`config.mk`:
```
export PLATFORM = sky130hd
export DESIGN_NAME = fma_operand_select_flat
export DESIGN_NICKNAME = d
export VERILOG_FILES = /design/src/verilog/fpu_pkg.sv /design/src/verilog/lane_stream_if.sv /design/src/verilog/fma_operand_select.sv /design/src/flat_wrapper.sv
export VERILOG_INCLUDE_DIRS = /design/src /design/src/verilog
export SDC_FILE = /design/constraint.sdc
export NUM_CORES = 1
export LEC_CHECK = 0
export ABC_CLOCK_PERIOD_IN_PS = 1600
export BUFFER_PORTS_ARGS = -buffer_cell sky130_fd_sc_hd__buf_2
export CAP_MARGIN = 15
export CORE_AREA = 2 2 160 162
export DETAILED_ROUTE_END_ITERATION = 10
export DIE_AREA = 0 0 162 164
export GPL_ROUTABILITY_DRIVEN = 0
export PLACE_DENSITY = 0.3
export SYNTH_ARGS = -nofsm -noshare
export SYNTH_HDL_FRONTEND = slang
export SYNTH_SLANG_ARGS = --single-unit
export TNS_END_PERCENT = 100
```
`constraint.sdc`:
```
create_clock -name clk -period 1.6 [get_ports clk]
set_clock_uncertainty 0.05 [all_clocks]
set_input_delay 0.16 -clock clk [delete_from_list [all_inputs] [get_ports clk]]
set_output_delay 0.16 -clock clk [all_outputs]
set_load 0.1 [all_outputs]
```
`src/verilog/fpu_defs.svh`:
```
/*
 * Shared sizing macros of the FMA unit: lane count, PE count,
 * PE pipeline depth and request tag width
 */
`ifndef FPU_DEFS_SVH
`define FPU_DEFS_SVH

`define FMA_NUM_LANES 4
// Must divide the lane count
`define FMA_NUM_PES   2
`define FMA_LATENCY   3
`define FMA_TAG_WIDTH 4

`endif

```
`src/verilog/fpu_pkg.sv`:
```
/*
 * FMA unit types: exception flags, per-lane operands and results,
 * and the full-width request and response payloads
 */
`include "fpu_defs.svh"

package fpu_pkg;

    // NV, DZ, OF, UF, NX from msb to lsb
    typedef struct packed {
        logic nv;
        logic dz;
        logic of;
        logic uf;
        logic nx;
    } fflags_t;

    typedef struct packed {
        logic [31:0] c;
        logic [31:0] b;
        logic [31:0] a;
    } fma_operands_t;

    typedef struct packed {
        fflags_t     flags;
        logic [31:0] value;
    } lane_result_t;

    typedef fma_operands_t [`FMA_NUM_LANES-1:0] fma_req_t;
    typedef lane_result_t  [`FMA_NUM_LANES-1:0] fma_rsp_t;

endpackage

```
`src/verilog/lane_stream_if.sv`:
```
/*
 * Valid/ready lane stream with a typed payload, lane mask and tag,
 * plus source and sink modports
 */
`timescale 1ns/1ps
`include "fpu_defs.svh"

interface lane_stream_if #(
    parameter type payload_t = logic
);
    logic                      valid;
    logic                      ready;
    payload_t                  payload;
    logic [`FMA_NUM_LANES-1:0] mask;
    logic [`FMA_TAG_WIDTH-1:0] tag;

    modport source (output valid, output payload, output mask, output tag, input ready);

    modport sink (input valid, input payload, input mask, input tag, output ready);

endinterface

```
`src/verilog/fma_operand_select.sv`:
```
/*
 * Input side of the FMA unit: maps the operation bits onto a*b+c
 * per lane and registers the request in a two-entry skid buffer
 */
`timescale 1ns/1ps
`include "fpu_defs.svh"

module fma_operand_select (
    input  logic                            clk,
    input  logic                            reset,
    input  logic                            valid_in,
    output logic                            ready_in,
    input  logic [`FMA_NUM_LANES-1:0]       mask_in,
    input  logic [`FMA_TAG_WIDTH-1:0]       tag_in,
    input  logic                            is_madd,
    input  logic                            is_sub,
    input  logic                            is_neg,
    input  logic [`FMA_NUM_LANES-1:0][31:0] dataa,
    input  logic [`FMA_NUM_LANES-1:0][31:0] datab,
    input  logic [`FMA_NUM_LANES-1:0][31:0] datac,
    lane_stream_if.source                   req_s
);
    import fpu_pkg::*;

    typedef struct packed {
        fma_req_t                  ops;
        logic [`FMA_NUM_LANES-1:0] mask;
        logic [`FMA_TAG_WIDTH-1:0] tag;
    } entry_t;

    entry_t in_entry;
    entry_t out_entry;
    entry_t skid_entry;
    logic   out_valid;
    logic   skid_valid;
    logic   accept;
    logic   out_fire;

    always_comb begin
        for (int i = 0; i < `FMA_NUM_LANES; i++) begin
            if (is_madd) begin
                // MADD, MSUB, NMADD, NMSUB
                in_entry.ops[i].a = {dataa[i][31] ^ is_neg, dataa[i][30:0]};
                in_entry.ops[i].b = datab[i];
                in_entry.ops[i].c = {datac[i][31] ^ is_neg ^ is_sub, datac[i][30:0]};
            end else if (is_neg) begin
                // MUL, addend is zero
                in_entry.ops[i].a = dataa[i];
                in_entry.ops[i].b = datab[i];
                in_entry.ops[i].c = 32'h0;
            end else begin
                // ADD and SUB go through a multiply by 1.0
                in_entry.ops[i].a = dataa[i];
                in_entry.ops[i].b = 32'h3f80_0000;
                in_entry.ops[i].c = {datab[i][31] ^ is_sub, datab[i][30:0]};
            end
        end
        in_entry.mask = mask_in;
        in_entry.tag  = tag_in;
    end

    // Skid entry only fills while the output entry is stalled
    assign ready_in = !skid_valid;
    assign accept   = valid_in && ready_in;
    assign out_fire = out_valid && req_s.ready;

    always_ff @(posedge clk) begin
        if (reset) begin
            out_valid  <= 1'b0;
            skid_valid <= 1'b0;
        end else begin
            if (!out_valid || out_fire) begin
                out_valid <= skid_valid || accept;
            end
            skid_valid <= (skid_valid || accept) && out_valid && !out_fire;
        end
    end

    always_ff @(posedge clk) begin
        if (!out_valid || out_fire) begin
            out_entry <= skid_valid ? skid_entry : in_entry;
        end
        if (accept) begin
            skid_entry <= in_entry;
        end
    end

    assign req_s.valid   = out_valid;
    assign req_s.payload = out_entry.ops;
    assign req_s.mask    = out_entry.mask;
    assign req_s.tag     = out_entry.tag;

    // Serializer may take several cycles, request must hold meanwhile
    a_req_stable: assert property (@(posedge clk) disable iff (reset)
        req_s.valid && !req_s.ready |=> req_s.valid && $stable(req_s.payload)
            && $stable(req_s.mask) && $stable(req_s.tag));

endmodule

```
`src/flat_wrapper.sv`:
```
// flat-port wrapper written by rule: the top's interface ports become plain ports
module fma_operand_select_flat import fpu_pkg::*;
  (clk, reset, valid_in, ready_in, mask_in, tag_in, is_madd, is_sub, is_neg, dataa, datab, datac, req_s_valid, req_s_payload, req_s_mask, req_s_tag, req_s_ready);
  lane_stream_if req_s_i ();
  input  logic clk;
  input  logic reset;
  input  logic valid_in;
  output logic ready_in;
  input  logic [`FMA_NUM_LANES-1:0] mask_in;
  input  logic [`FMA_TAG_WIDTH-1:0] tag_in;
  input  logic is_madd;
  input  logic is_sub;
  input  logic is_neg;
  input  logic [`FMA_NUM_LANES-1:0][31:0] dataa;
  input  logic [`FMA_NUM_LANES-1:0][31:0] datab;
  input  logic [`FMA_NUM_LANES-1:0][31:0] datac;
  output wire logic [$bits(req_s_i.valid)-1:0] req_s_valid;
  output wire logic [$bits(req_s_i.payload)-1:0] req_s_payload;
  output wire logic [$bits(req_s_i.mask)-1:0] req_s_mask;
  output wire logic [$bits(req_s_i.tag)-1:0] req_s_tag;
  input wire logic [$bits(req_s_i.ready)-1:0] req_s_ready;
  assign req_s_valid = req_s_i.valid;
  assign req_s_payload = req_s_i.payload;
  assign req_s_mask = req_s_i.mask;
  assign req_s_tag = req_s_i.tag;
  assign req_s_i.ready = req_s_ready;
  fma_operand_select u_core (.clk(clk), .reset(reset), .valid_in(valid_in), .ready_in(ready_in), .mask_in(mask_in), .tag_in(tag_in), .is_madd(is_madd), .is_sub(is_sub), .is_neg(is_neg), .dataa(dataa), .datab(datab), .datac(datac), .req_s(req_s_i));
endmodule
```
==> results.md <==
* Min-delay src: reset
* TritonCTS clock tree: done
* Max cap viols at 0
* Vias at 410
* Tmin final at 1.40 ns
* Worst reg-to-reg path cell count at 2
* Slew Viols, Final at 0
* Mean Syn Cell Area at 20.9 um^2
* Port Buffers at 23
* First-pass GRT wire length at 2.66 mm
* Met2 Track Usage GR at 1.80%
* RSZ-0062 raised after global routing: false
* Grt met3 use at 1.01%
* Die height at 164 um
* Critical path type: flop to output pin
* Worst r2r dst: u_core.req_s.payload$_DFFE_PP_
* DRT Pass-1 Iters at 4
* Clock transition at path regs at 0.06 ns
* Ys flop type: edfxtp_1
* Vias in the first global route at 447
* CTS buffer count at 3
* Cells after DPL at 390
* R2R Setup Slk at 0.23 ns
* Drt initial violations at 16
* Area growth, synth to finish at 86.5%
* P per Cell Area at 1110 mW/mm^2
* Lkg Pwr at 0.418 nW
* Vias per cell at 1.04
* Setup_tns at 0 ns
* Fraction of layout instances using a drive strength above 1 at 62.5%
* Area leader, netlist: edfxtp_1
* Crit-path max FO at 7
* Clk buf depth at 2
* Drc violations at 0
* Hold Crit Class: input pin to flop
* Critical path launch point type: flop
* Clock sink count at 20
* Synth warn at 0
* CTS root buf: clkbuf_16
* Status: finished clean
* Synth cell count leaders: 18 x edfxtp_1, 7 x mux2_4, 2 x dfxtp_1, 2 x mux2_2
* Die Area at 0.0266 mm^2
* CP max stage delay at 0.43 ns
* Fin util at 5.65%
* Initial antenna violation count at 0
* Crit path cell chain: inv_1 > buf_2
* Required @ worst endpoint at 1.39 ns
* Max rail drop VDD at 0.367 mV
* Drt wl/cell at 4.56 um
* Routed WL at 1.80 mm
* Post-CTS Repair Setup Buffers at 0
* Global Route Usage Sum at 1.39%
* Worst slew pin tran at 0.644 ns
* EDFF count, synth at 18
* Net Count, Synth at 435
* Met1 usage at 1.79%
* Final period util at 87.4%
* Share of the synthesized area in the top cell type at 71.9%
* Post-Syn Area at 752 um^2
* Largest net degree at the start of global routing at 13
* Worst Setup End Kind: output pin
* Non-filler instance count after layout at 394
* I/O pin total at 410
* Final hold viol count at 0
* Hold EP: u_core.req_s.valid$_SDFFE_PP0P_
* Synth cell types at 11
* R2R Path Start: u_core.skid_valid$_SDFF_PP0_
* Slew headroom at 57.0%
* Highest Clock Rate at 0.715 GHz
* Dominant cells by area after synthesis: edfxtp_1 72%, mux2_4 14%, dfxtp_1 5.3%
* Final setup vio count at 0
* Resize count post-CTS at 0
* H-tree Lvls at 1
* Hold path cells at 2
* Final WS setup at 0.202 ns
* Total global routing overflow at 0
* Nets@finish at 464
* Initial Util at 3.03%
* Hold slack at 0.0105 ns
* Sequential-to-total area share from yosys stat at 77.2%
* Antenna fix cells at 0
* CP max stage cell: dfxtp_1
* Die width at 162 um
* DRT antenna net count at 0
* #FFs+latches synth at 20
* Most frequent cell after synthesis: edfxtp_1
* GR peak layer: met2
* Place WS at 0.226 ns
* Asr flop ratio synth at 0%
* CTS hold repair buffers at 0
* Synth Instances at 36
* Row count at 58
* Core footprint at 0.0248 mm^2
* Fillers at 2,938
* Clock Latency Late Sink at 0.25 ns
* Arrival @ worst endpoint at 1.19 ns
sequential cells by signal (all words and copies together) (netlist names):
| register | cells |
|---|---|
| u_core.skid_entry | 9 |
| u_core.req_s.mask | 4 |
| u_core.req_s.tag | 4 |
| u_core.req_s.payload | 1 |
| u_core.req_s.valid | 1 |
| u_core.skid_valid | 1 |
cell usage in the layout, fill, tap and decap left out, types with 2 or more instances in the layout:
master	synthesis	final
buf_2	0	23
mux2_2	2	2
edfxtp_1	18	18
mux2_4	7	7
clkbuf_16	0	3
per-stage QoR:
| step | power, mW | instance area (um^2) |
|---|---|---|
| after global routing | 1.61 | 1400 |
| after global placement | 0.864 | 1300 |
| final | 1.56 | 1400 |
| after floorplan | 0.812 | 753 |
| after CTS | 1.59 | 1400 |
| after detailed placement | 0.864 | 1300 |
worst max path at each step:
stage / cells after the start / endpoint / from
after floorplan: 1 / u_core.req_s.mask[0]$_DFFE_PP_ / u_core.req_s.valid$_SDFFE_PP0P_
after global placement: 2 / u_core.req_s.payload$_DFFE_PP_ / u_core.skid_valid$_SDFF_PP0_
after detailed placement: 2 / u_core.req_s.mask[1]$_DFFE_PP_ / u_core.skid_valid$_SDFF_PP0_
after CTS: 2 / ready_in / u_core.skid_valid$_SDFF_PP0_
after global routing: 2 / ready_in / u_core.skid_valid$_SDFF_PP0_
final: 2 / ready_in / u_core.skid_valid$_SDFF_PP0_
critical path: cells and delay by family, from the launching register on:
| family | cells | cell delay, ns |
|---|---|---|
| buffers and inverters | 2 | 0.51 |
| flip-flops | 1 | 0.43 |
cell type report:
type	instances	area, um^2	area share (%)
multi-input combinational	14	156	11.2
clock inverter	1	30.0	2.14
timing repair buffer	25	143	10.2
tap	330	413	29.4
clock buffer	3	75.1	5.35
sequential	20	582	41.5
inverter	1	3.75	0.268
power by group:
group	leakage [nW]	internal [mW]	switching [mW]	total [mW]
clock network	0.0511	0.497	0.211	0.707
registers	0.198	0.609	0.0102	0.619
logic	0.169	0.0465	0.185	0.231
metal layers:
metal	wire, um	vias up
met5	0	-
met4	0	0
met3	243	0
met2	723	23
met1	832	196
li1	-	191
kinds of logic (layout without fill, tap and decap cells):
group	count (synthesis)	after routing	share of synthesized area, %
and+or+nand+nor	4	4	3.16
muxes	9	9	17.0
DFF	20	20	77.2
AOI/OAI and AO/OA	1	1	0.665
buffers and inverters	2	30	2.00
No activity file was read; power rests on OpenSTA's default activity.
